===== src/rtl/ntm_math_pkg.sv =====
`default_nettype none

package ntm_math_pkg;

  ////////////////////////////////////////////////////////////////////////////
  // Default widths
  ////////////////////////////////////////////////////////////////////////////

  // Operand, modulus and result width
  localparam int DEFAULT_DATA_SIZE = 64;

  // Element index and vector length width
  localparam int DEFAULT_CONTROL_SIZE = 64;

  ////////////////////////////////////////////////////////////////////////////
  // Sequencer state
  ////////////////////////////////////////////////////////////////////////////

  // Shared by the reducer and the scalar multiplier loops
  typedef enum logic [1:0] {
    // Waiting for start
    seq_idle = 2'd0,
    // One loop step per cycle
    seq_run  = 2'd1,
    // Result valid, ready high for this cycle only
    seq_done = 2'd2
  } ntm_seq_state_t;

endpackage

`default_nettype wire


===== src/rtl/ntm_scalar_modular_multiplier.sv =====
`timescale 1ns/1ps
`default_nettype none

// data_out = data_a_in * data_b_in mod modulo_in
module ntm_scalar_modular_multiplier
  import ntm_math_pkg::*;
#(
  parameter int DATA_SIZE    = DEFAULT_DATA_SIZE,
  parameter int CONTROL_SIZE = DEFAULT_CONTROL_SIZE
) (
  input  wire                  CLK,
  input  wire                  RST,

  // Handshake
  input  wire                  start,
  output logic                 ready,

  // Operands, held stable from start to ready
  input  wire  [DATA_SIZE-1:0] modulo_in,
  input  wire  [DATA_SIZE-1:0] data_a_in,
  input  wire  [DATA_SIZE-1:0] data_b_in,
  output logic [DATA_SIZE-1:0] data_out
);

  ////////////////////////////////////////////////////////////////////////////
  // Constants and signals
  ////////////////////////////////////////////////////////////////////////////

  localparam logic [CONTROL_SIZE-1:0] LAST_STEP = CONTROL_SIZE'(DATA_SIZE - 1);

  ntm_seq_state_t state;

  // Low while waiting on the reducer, high during the B scan
  logic iterating;
  logic [CONTROL_SIZE-1:0] step_count;

  // Reducer handshake
  logic reduce_start;
  logic reduce_ready;
  logic [DATA_SIZE-1:0] reduced_a;

  // Accumulator stays below the modulus
  logic [DATA_SIZE-1:0] accumulator;
  logic [DATA_SIZE-1:0] multiplier_shift;

  // Extra top bit keeps 2 * acc and acc + a exact for any modulus
  logic [DATA_SIZE:0] doubled;
  logic [DATA_SIZE-1:0] doubled_mod;
  logic [DATA_SIZE:0] addend_sum;
  logic [DATA_SIZE-1:0] addend_mod;
  logic [DATA_SIZE-1:0] accumulator_next;

  // Value below 2 * modulus brought below modulus
  function automatic logic [DATA_SIZE-1:0] reduce_once(input logic [DATA_SIZE:0] value,
                                                        input logic [DATA_SIZE-1:0] modulus);
    logic [DATA_SIZE:0] difference;
    difference = value - {1'b0, modulus};
    return difference[DATA_SIZE] ? value[DATA_SIZE-1:0] : difference[DATA_SIZE-1:0];
  endfunction

  ////////////////////////////////////////////////////////////////////////////
  // Operand A reduction
  ////////////////////////////////////////////////////////////////////////////

  ntm_scalar_modular_reducer #(
    .DATA_SIZE(DATA_SIZE)
  ) u_reducer (
    .CLK      (CLK),
    .RST      (RST),
    .start    (reduce_start),
    .ready    (reduce_ready),
    .modulo_in(modulo_in),
    .data_in  (data_a_in),
    .data_out (reduced_a)
  );

  ////////////////////////////////////////////////////////////////////////////
  // Interleaved step
  ////////////////////////////////////////////////////////////////////////////

  // acc = 2 * acc mod m, then + a mod m when the B bit is set
  assign doubled     = {accumulator, 1'b0};
  assign doubled_mod = reduce_once(doubled, modulo_in);
  assign addend_sum  = {1'b0, doubled_mod} + {1'b0, reduced_a};
  assign addend_mod  = reduce_once(addend_sum, modulo_in);

  assign accumulator_next = multiplier_shift[DATA_SIZE-1] ? addend_mod : doubled_mod;

  ////////////////////////////////////////////////////////////////////////////
  // Sequencer
  ////////////////////////////////////////////////////////////////////////////

  always_ff @(posedge CLK or posedge RST) begin
    if (RST) begin
      state        <= seq_idle;
      iterating    <= 1'b0;
      step_count   <= '0;
      reduce_start <= 1'b0;
    end else begin
      // Reducer start is a single-cycle pulse
      reduce_start <= 1'b0;
      case (state)
        seq_idle: begin
          if (start) begin
            // Launch cycle
            state        <= seq_run;
            iterating    <= 1'b0;
            reduce_start <= 1'b1;
          end
        end
        seq_run: begin
          if (!iterating) begin
            if (reduce_ready) begin
              iterating  <= 1'b1;
              step_count <= '0;
            end
          end else begin
            step_count <= step_count + 1'b1;
            // LSB of B handled this cycle
            if (step_count == LAST_STEP) begin
              state     <= seq_done;
              iterating <= 1'b0;
            end
          end
        end
        seq_done: begin
          state <= seq_idle;
        end
        default: begin
          state <= seq_idle;
        end
      endcase
    end
  end

  // Datapath, B scanned from its MSB
  always_ff @(posedge CLK) begin
    if (state == seq_run && !iterating && reduce_ready) begin
      accumulator      <= '0;
      multiplier_shift <= data_b_in;
    end else if (state == seq_run && iterating) begin
      accumulator      <= accumulator_next;
      multiplier_shift <= multiplier_shift << 1;
    end
  end

  assign ready    = (state == seq_done);
  assign data_out = accumulator;

endmodule

`default_nettype wire


===== src/rtl/ntm_scalar_modular_reducer.sv =====
`timescale 1ns/1ps
`default_nettype none

// data_out = data_in mod modulo_in, one dividend bit per cycle
module ntm_scalar_modular_reducer
  import ntm_math_pkg::*;
#(
  parameter int DATA_SIZE = DEFAULT_DATA_SIZE
) (
  input  wire                  CLK,
  input  wire                  RST,

  // Handshake
  input  wire                  start,
  output logic                 ready,

  // Operands, held stable from start to ready
  input  wire  [DATA_SIZE-1:0] modulo_in,
  input  wire  [DATA_SIZE-1:0] data_in,
  output logic [DATA_SIZE-1:0] data_out
);

  ////////////////////////////////////////////////////////////////////////////
  // Constants and signals
  ////////////////////////////////////////////////////////////////////////////

  // Enough bits to count DATA_SIZE steps
  localparam int COUNT_SIZE = $clog2(DATA_SIZE);
  localparam logic [COUNT_SIZE-1:0] LAST_STEP = COUNT_SIZE'(DATA_SIZE - 1);

  ntm_seq_state_t state;
  logic [COUNT_SIZE-1:0] step_count;

  // Dividend bits still to be shifted in, MSB first
  logic [DATA_SIZE-1:0] dividend_shift;

  // Running remainder, always below the modulus
  logic [DATA_SIZE-1:0] remainder;

  // One bit wider so remainder * 2 + 1 never overflows
  logic [DATA_SIZE:0] shifted_remainder;
  logic [DATA_SIZE:0] trial_difference;
  logic [DATA_SIZE-1:0] remainder_next;

  ////////////////////////////////////////////////////////////////////////////
  // Restoring step
  ////////////////////////////////////////////////////////////////////////////

  assign shifted_remainder = {remainder, dividend_shift[DATA_SIZE-1]};
  assign trial_difference  = shifted_remainder - {1'b0, modulo_in};

  // Borrow in the top bit means remainder below modulus, keep it
  assign remainder_next = trial_difference[DATA_SIZE] ? shifted_remainder[DATA_SIZE-1:0]
                                                      : trial_difference[DATA_SIZE-1:0];

  ////////////////////////////////////////////////////////////////////////////
  // Sequencer
  ////////////////////////////////////////////////////////////////////////////

  // idle -> run for DATA_SIZE cycles -> done for one cycle
  always_ff @(posedge CLK or posedge RST) begin
    if (RST) begin
      state      <= seq_idle;
      step_count <= '0;
    end else begin
      case (state)
        seq_idle: begin
          if (start) begin
            state      <= seq_run;
            step_count <= '0;
          end
        end
        seq_run: begin
          step_count <= step_count + 1'b1;
          // Last dividend bit consumed this cycle
          if (step_count == LAST_STEP) begin
            state <= seq_done;
          end
        end
        seq_done: begin
          state <= seq_idle;
        end
        default: begin
          state <= seq_idle;
        end
      endcase
    end
  end

  // Datapath
  always_ff @(posedge CLK) begin
    if (state == seq_idle && start) begin
      dividend_shift <= data_in;
      remainder      <= '0;
    end else if (state == seq_run) begin
      dividend_shift <= dividend_shift << 1;
      remainder      <= remainder_next;
    end
  end

  // Remainder holds until the next start
  assign ready    = (state == seq_done);
  assign data_out = remainder;

endmodule

`default_nettype wire


===== src/rtl/ntm_vector_modular_multiplier.sv =====
`timescale 1ns/1ps
`default_nettype none

// data_out[i] = data_a_in[i] * data_b_in[i] mod modulo_in, one element at a time
module ntm_vector_modular_multiplier
  import ntm_math_pkg::*;
#(
  parameter int DATA_SIZE    = DEFAULT_DATA_SIZE,
  parameter int CONTROL_SIZE = DEFAULT_CONTROL_SIZE
) (
  input  wire                     CLK,
  input  wire                     RST,

  // Vector framing
  input  wire                     start,
  output logic                    ready,

  // Element strobes
  input  wire                     data_a_in_enable,
  input  wire                     data_b_in_enable,
  output logic                    data_out_enable,

  // Data
  input  wire  [   DATA_SIZE-1:0] modulo_in,
  input  wire  [CONTROL_SIZE-1:0] size_in,
  input  wire  [   DATA_SIZE-1:0] data_a_in,
  input  wire  [   DATA_SIZE-1:0] data_b_in,
  output logic [   DATA_SIZE-1:0] data_out
);

  ////////////////////////////////////////////////////////////////////////////
  // Types and signals
  ////////////////////////////////////////////////////////////////////////////

  // Vector sequencer
  typedef enum logic [1:0] {
    starter_state = 2'd0,
    input_state   = 2'd1,
    ender_state   = 2'd2
  } vector_state_t;

  vector_state_t state;

  // Element position and index of the last element
  logic [CONTROL_SIZE-1:0] index_loop;
  logic [CONTROL_SIZE-1:0] last_index;

  // Operand already captured in an earlier cycle
  logic a_captured;
  logic b_captured;

  // Captured earlier or strobed now
  logic a_present;
  logic b_present;
  logic launch;

  // Scalar multiplier handshake
  logic start_scalar;
  logic ready_scalar;

  // Operands held for the scalar multiplier
  logic [DATA_SIZE-1:0] modulo_reg;
  logic [DATA_SIZE-1:0] data_a_reg;
  logic [DATA_SIZE-1:0] data_b_reg;
  logic [DATA_SIZE-1:0] data_out_scalar;

  ////////////////////////////////////////////////////////////////////////////
  // Operand collection
  ////////////////////////////////////////////////////////////////////////////

  assign a_present = a_captured | data_a_in_enable;
  assign b_present = b_captured | data_b_in_enable;

  // Second operand strobe starts the element on the next cycle
  assign launch = (state == input_state) && a_present && b_present;

  ////////////////////////////////////////////////////////////////////////////
  // Sequencer
  ////////////////////////////////////////////////////////////////////////////

  always_ff @(posedge CLK or posedge RST) begin
    if (RST) begin
      state           <= starter_state;
      ready           <= 1'b0;
      data_out_enable <= 1'b0;
      data_out        <= '0;
      start_scalar    <= 1'b0;
      index_loop      <= '0;
      a_captured      <= 1'b0;
      b_captured      <= 1'b0;
    end else begin
      // Pulses by default
      ready           <= 1'b0;
      data_out_enable <= 1'b0;
      start_scalar    <= 1'b0;
      case (state)
        starter_state: begin
          if (start) begin
            index_loop <= '0;
            a_captured <= 1'b0;
            b_captured <= 1'b0;
            state      <= input_state;
          end
        end
        input_state: begin
          if (launch) begin
            start_scalar <= 1'b1;
            a_captured   <= 1'b0;
            b_captured   <= 1'b0;
            state        <= ender_state;
          end else begin
            a_captured <= a_present;
            b_captured <= b_present;
          end
        end
        ender_state: begin
          // Strobes ignored while the element computes
          if (ready_scalar) begin
            data_out        <= data_out_scalar;
            data_out_enable <= 1'b1;
            if (index_loop == last_index) begin
              // Last element, close the vector
              ready <= 1'b1;
              state <= starter_state;
            end else begin
              index_loop <= index_loop + 1'b1;
              state      <= input_state;
            end
          end
        end
        default: begin
          state <= starter_state;
        end
      endcase
    end
  end

  // Modulus and length latched at vector start, operands on their strobes
  always_ff @(posedge CLK) begin
    if (state == starter_state && start) begin
      modulo_reg <= modulo_in;
      last_index <= size_in - 1'b1;
    end
    if (state == input_state && data_a_in_enable) begin
      data_a_reg <= data_a_in;
    end
    if (state == input_state && data_b_in_enable) begin
      data_b_reg <= data_b_in;
    end
  end

  ////////////////////////////////////////////////////////////////////////////
  // Scalar multiplier
  ////////////////////////////////////////////////////////////////////////////

  ntm_scalar_modular_multiplier #(
    .DATA_SIZE   (DATA_SIZE),
    .CONTROL_SIZE(CONTROL_SIZE)
  ) u_scalar_multiplier (
    .CLK      (CLK),
    .RST      (RST),
    .start    (start_scalar),
    .ready    (ready_scalar),
    .modulo_in(modulo_reg),
    .data_a_in(data_a_reg),
    .data_b_in(data_b_reg),
    .data_out (data_out_scalar)
  );

endmodule

`default_nettype wire


===== config.mk =====
export PLATFORM = sky130hd
export DESIGN_NAME = ntm_vector_modular_multiplier
export DESIGN_NICKNAME = d
export VERILOG_FILES = /design/src/rtl/ntm_math_pkg.sv /design/src/rtl/ntm_scalar_modular_multiplier.sv /design/src/rtl/ntm_scalar_modular_reducer.sv /design/src/rtl/ntm_vector_modular_multiplier.sv
export SDC_FILE = /design/constraint.sdc
export NUM_CORES = 2
export LEC_CHECK = 0
export BUFFER_PORTS_ARGS = -buffer_cell sky130_fd_sc_hd__buf_2
export CORE_MARGIN = 5
export CORE_UTILIZATION = 44
export DETAILED_ROUTE_END_ITERATION = 6
export SYNTH_ARGS = -nofsm -noshare
export SYNTH_HDL_FRONTEND = slang
export SYNTH_SLANG_ARGS = --single-unit
export TNS_END_PERCENT = 5

===== constraint.sdc =====
create_clock -name CLK -period 7.49 [get_ports CLK]
set_clock_uncertainty 0.05 [all_clocks]
set_input_delay 1.498 -clock CLK [delete_from_list [all_inputs] [get_ports CLK]]
set_output_delay 1.498 -clock CLK [all_outputs]
set_load 0.02 [all_outputs]

# [After elaboration in Yosys (flattened, before gate mapping)]
# Index checks and enable logic that the tools add are counted.
[op_classes] eq_ne=18 mux=47 reduce_logical=29 addsub=8 n_bitwise=2
[op_table] operator="$mux W64" n=13
[op_table] operator="$sub A65 B64 Y65" n=3
[op_table] operator="$add A64 B1 Y64 const B" n=2
[op_table] operator="$pmux W64 S2" n=1
[op_table] operator="$add A64 B64 Y65" n=1
[op_table] operator="$eq A64 B6 Y1 const B" n=1
[op_table] operator="$eq A64 B64 Y1" n=1
[op_table] operator="$sub A64 B1 Y64 const B" n=1
[op_table] operator="$mux W1" n=17
[op_table] operator="$mux W2" n=8
[op_table] operator="$reduce_bool A2 Y1" n=7
[op_table] operator="$ne A2 B2 Y1 const B" n=6
[op_table] operator="$pmux W6 S2" n=1
[op_table] operator="$reduce_and A2 Y1" n=6
[op_table] operator="$logic_and A1 B1 Y1" n=9
[op_table] operator="$pmux W2 S2" n=2
[op_table] operator="$add A6 B1 Y6 const B" n=1
[op_table] operator="$eq A2 B1 Y1 const B" n=3
[op_table] operator="$eq A2 B2 Y1 const B" n=3
[op_table] operator="$eq A6 B6 Y1 const B" n=1
[op_table] operator="$logic_not A2 Y1" n=3
[op_table] operator="$mux W6" n=1
[op_table] operator="$ne A2 B1 Y1 const B" n=3
[op_table] operator="$pmux W1 S2" n=3
[op_table] operator="other kinds (5)" n=7
[totals] out_inout_bits=66 in_bits=261 register_bits=723 word_cells=126

# [Longest topological paths before layout]
[depth] depth_word=6 ltp_mapped=39 ltp_nobuf=34

# [Hierarchy]
# A second synthesis with hierarchy kept.
[unflattened] cells_unflattened=5358 hier_area_um2=47256.6
[by_module_without_submodules] module="ntm_scalar_modular_multiplier" cells_per_inst=2814 seq_area_each_um2=4904.7 instances=1 area_each_um2=21147.8
[by_module_without_submodules] module="ntm_vector_modular_multiplier" cells_per_inst=1315 seq_area_each_um2=11065.6 instances=1 area_each_um2=16413.2
[by_module_without_submodules] module="ntm_scalar_modular_reducer" cells_per_inst=1229 seq_area_each_um2=3403.3 instances=1 area_each_um2=9695.5

# [Worst setup path before layout]
# Ideal clock, no wire load.
[synth_timing] path_type="flip-flop to flip-flop" from="register modulo_reg[1]" to="register u_scalar_multiplier.accumulator[41] (netlist: u_scalar_multiplier.data_out[41])" period_less_slack_ps=8079 slack_ps=-589 setup_time_ps=122 arrival_ps=7908 n_path_buf=4 required_ps=7318 stages_incl_launch_ff=36 path_cell_list="edfxtp_1 inv_1 fa_1 a211oi_1 o21ai_0 a21oi_1 o31ai_2 a21boi_0 o31ai_1 xor2_1 buf_2 mux2_2 ha_1 clkbuf_1 nand4_1 or3_1 nor4_1 nor2_1 o31a_1 o21ai_0 a21oi_1 xnor2_1 ha_1 and2_1 nand3_1 nand2b_1 or3_1 o2111a_1 nor2_1 a31oi_1 xnor2_1 buf_2 buf_4 mux2i_1 nor2_1 a221o_1"
[synth_between] elab_chain_len=6
[synth_lines] element="start, declared" line="ntm_vector_modular_multiplier.sv:62" source="logic [DATA_SIZE-1:0] modulo_reg;"
[synth_lines] element="start signal, assigned" line="ntm_vector_modular_multiplier.sv:141" source="modulo_reg <= modulo_in;"
[synth_lines] element="$sub A65 B64 Y65" line="ntm_scalar_modular_multiplier.sv:57" source="difference = value - {1'b0, modulus};"
[synth_lines] element="$mux W64" line="ntm_scalar_modular_multiplier.sv:58" source="return difference[DATA_SIZE] ? value[DATA_SIZE-1:0] : difference[DATA_SIZE-1:0];"
[synth_lines] element="$add A64 B64 Y65" line="ntm_scalar_modular_multiplier.sv:84" source="assign addend_sum = {1'b0, doubled_mod} + {1'b0, reduced_a};"
[synth_lines] element="$sub A65 B64 Y65" line="ntm_scalar_modular_multiplier.sv:57"
[synth_lines] element="$mux W64" line="ntm_scalar_modular_multiplier.sv:58"
[synth_lines] element="$mux W64 (*)" line="ntm_scalar_modular_multiplier.sv:87" source="assign accumulator_next = multiplier_shift[DATA_SIZE-1] ? addend_mod : doubled_mod;"
[synth_lines] element="end signal, assigned" line="ntm_scalar_modular_multiplier.sv:142" source="accumulator <= accumulator_next;"
[synth_lines] element="end, declared" line="ntm_scalar_modular_multiplier.sv:43" source="logic [DATA_SIZE-1:0] accumulator;"
# Every way passes the cells marked *; elsewhere a longest branch is shown, timed or not.
# A chain may end at the register's enable or synchronous reset.

# [Final worst setup path]
[layout_timing] from="register modulo_reg[48]" to="register u_scalar_multiplier.accumulator[36] (netlist: u_scalar_multiplier.data_out[36])"
# Same word-level chain as after synthesis.

==> qor.yml <==
status:
  status: "finished, violations left"
  violations: "negative setup slack"
floorplan:
  die_x_um: 334
  die_area_um2: 112000
  initial_core_util_pct: 44.1
  die_y_um: 334
  core_um2: 105000
  rows: 119
  ios: 327
setup_path:
  r2r-start: "modulo_reg[48]"
  cp-startpoint: "modulo_reg[48]"
  cp_slowest_cell: "edfxtp_1"
  cp.required_ns: 8.00
  critPathMaxFanout: 9
  critPathLaunchType: "flop"
  crit_type: "flop to flop"
  crit_top_cell: "buf_4"
  cp-end-kind: "flop"
  crit_arrival_ns: 8.52
  slowest_delay_ns: 0.38
flow_run:
  cap_violations: 0
synth:
  synth_seq_area_share_pct: 41.9
  syn_nets: 5589
  synth_top_area_cell: "edfxtp_1"
  synth_area_leaders: "edfxtp_1 (25%), dfrtp_1 (11%), ha_1 (7.0%)"
  synth_async_sr_flop_share_pct: 29.2
  yosysWarnings: 0
  synth_edf_count: 384
  netlist.area_leader.share_pct: 24.9
  postSynthCellCount: 5065
  synth-seq-cells: 723
  synth_area_um2: 46200
  synth_flop_cell: "edfxtp_1"
  synth.distinct_cells: 89
  syn_area_per_cell_um2: 9.13
route:
  vias_per_cell: 5.51
  wire_per_inst_um: 20.1
  drc: 0
  vias: 42600
  firstDrtPassIters: 5
  wirelength_um: 156000
  first_iter_violations: 3713
  ant_nets: 0
cts:
  clock_sinks: 723
  cts_tree: "built"
  ctsHoldBuffers: 0
  clkLatencyLatePin_ns: 0.69
  cts_buffer_depth: 3
  htree_levels: 3
  cts_buffers: 84
  path_clk_slew_ns: 0.06
  cts_root_buffer: "clkbuf_16"
cells_and_area:
  nets: 6804
  post_route_cells_drive_above_1_share_pct: 28.4
  n_fill_cell: 9320
  synthToLayoutAreaGrowth_pct: 31.3
  final_area_um2: 60700
  fin_util_pct: 57.9
timing:
  relSlewSlack_pct: 22.9
  rsz0062_at_grt: "true"
  setup_tns_ns: -26.02
  period_share_pct: 107
  worst_slack_ns: -0.524
  fin_crit_ns: 8.01
  setup_viol: 64
  hold_viol_final: 0
  worstMarginPinSlew_ns: 1.15
  max_freq_ghz: 0.125
  drv_slew: 0
grt:
  gr-usage-all-layers_pct: 26.9
  antenna_found_initial: 9
  grt_remaining_overflow: 0
  grt_max_degree: 126
  grt_pass1_vias: 41300
  grt_pass1_wl_um: 237000
placement:
  placed_cell_area_um2: 56600
  place.gp.congestion: 0.967
  io_buffers: 326
  dp_hpwl_um: 122000
  place_ws_ns: -1.68
power:
  powerDensity_nw_per_um2: 335
  total_power_mw: 20.3
  ir_drop_v: 0.000208
  leakagePower_nw: 27.1
min_path:
  hold_start: "u_scalar_multiplier.u_reducer.step_count[5]"
  hp-class: "flop to flop"
-- cell families (layout without fill, tap and decap cells) --
| group | Yosys count | count (layout) | synth area share (%) |
|---|---|---|---|
| AND/OR/NAND/NOR | 1736 | 1736 | 17.4 |
| AO/OA/AOI/OAI | 1331 | 1331 | 18.0 |
| XOR/XNOR | 406 | 406 | 7.69 |
| adder cells (fa/ha/maj) | 263 | 263 | 7.18 |
| buffers and inverters | 416 | 1699 | 3.47 |
| other | 0 | 1 | 0 |
| flip-flops | 723 | 723 | 41.9 |
| multiplexers | 190 | 190 | 4.41 |
-- synth_stat cells, types with 15 or more instances --
| master | count |
|---|---|
| mux2i_1 | 82 |
| or3_1 | 45 |
| nand2b_1 | 31 |
| a21oi_1 | 405 |
| edfxtp_1 | 384 |
| dfrtp_1 | 211 |
| a21o_1 | 100 |
| a211oi_1 | 84 |
| nand4_1 | 121 |
| nor3_1 | 71 |
| and2_1 | 27 |
| buf_2 | 24 |
| a21boi_0 | 17 |
| xor2_1 | 224 |
| ha_1 | 259 |
| o21a_1 | 33 |
| nor4_1 | 47 |
| xnor2_1 | 182 |
| o21bai_1 | 65 |
| nor2b_1 | 32 |
| nor2_1 | 329 |
| o211ai_1 | 42 |
| nand3_1 | 152 |
| o31ai_1 | 37 |
| a31oi_1 | 33 |
| clkbuf_1 | 217 |
| mux2_2 | 108 |
| and3_1 | 32 |
| a221oi_1 | 15 |
| inv_1 | 162 |
| o21ai_0 | 352 |
| dfxtp_1 | 128 |
| nand2_1 | 771 |
| and4_1 | 28 |
-- repair_timing --
action | 4_1_cts | 5_1_grt
gates cloned | 3 | 0
pin swaps | 44 | 40
endpoints found under the setup margin | 64 | 64
resized for setup | 115 | 73
endpoints found under the hold margin | 0 | 0
setup buffers | 14 | 11
-- final timing paths --
kind / end / slack [ns] / cells after the start
min: u_scalar_multiplier.u_reducer.step_count[5] / 0.43 / 1
max in group asynchronous: data_out[32] / 5.24 / 3
min reg2reg: u_scalar_multiplier.u_reducer.step_count[5] / 0.43 / 1
max: u_scalar_multiplier.data_out[36] / -0.52 / 42
max reg2reg: u_scalar_multiplier.data_out[36] / -0.52 / 42
min in group asynchronous: index_loop[5] / 0.98 / 2
-- cell usage in the layout (no fill, tap or decap), types with 66 or more instances in the layout --
cell	instances
dfxtp_1	128
a21oi_1	382
nor2_1	323
buf_2	326
nand2_1	767
nand4_1	121
xnor2_1	174
a21o_1	100
mux2i_1	81
nand3_1	151
inv_1	152
nor3_1	66
xor2_1	220
ha_1	245
dfrtp_1	211
a211oi_1	69
mux2_2	106
clkbuf_16	85
o21ai_0	315
edfxtp_1	384
buf_4	1036
-- power breakdown --
group	total, mW	internal [mW]	switching [mW]
clock network	4.41	2.61	1.80
registers	5.46	5.04	0.425
logic	10.5	4.80	5.67
total	20.3	12.4	7.90
-- critical path, delay by kind of cell, from the launching register on --
family,cells,cell delay (ns)
and+or+nand+nor,8,0.72
muxes,2,0.57
adders and majority gates,3,0.98
xor gates and xnor gates,3,0.60
AOI/OAI and AO/OA,14,2.71
DFF,1,0.38
buffers and inverters,12,1.83
-- through the flow --
step / cells / hold slack [ns]
finish: 7740 / 0.432
CTS: 7728 / 0.437
floorplan: 5065 / 0.399
global placement: 7557 / 0.414
detailed placement: 7557 / 0.425
global route: 7739 / 0.457
-- final cells by class --
cell class / count / area, µm² / share of cell area [%]
flip-flops and latches: 723 / 19400 / 31.9
inverters: 163 / 623 / 1.03
repair buffers: 1382 / 9780 / 16.1
clock buffers: 98 / 2230 / 3.67
well taps: 1391 / 1740 / 2.87
clock inverters: 56 / 773 / 1.27
diodes: 1 / 2.50 / 0.00412
multi-input cells: 3926 / 26200 / 43.1
-- metal layers --
metal	GRT usage (%)	up-vias	wire length (µm)
met1	40.4	20400	75600
met3	3.52	202	9070
li1	-	20900	-
met4	6.69	8	3730
met5	0	-	55
met2	41.2	1187	67400
(Power assumes the default switching activity.)
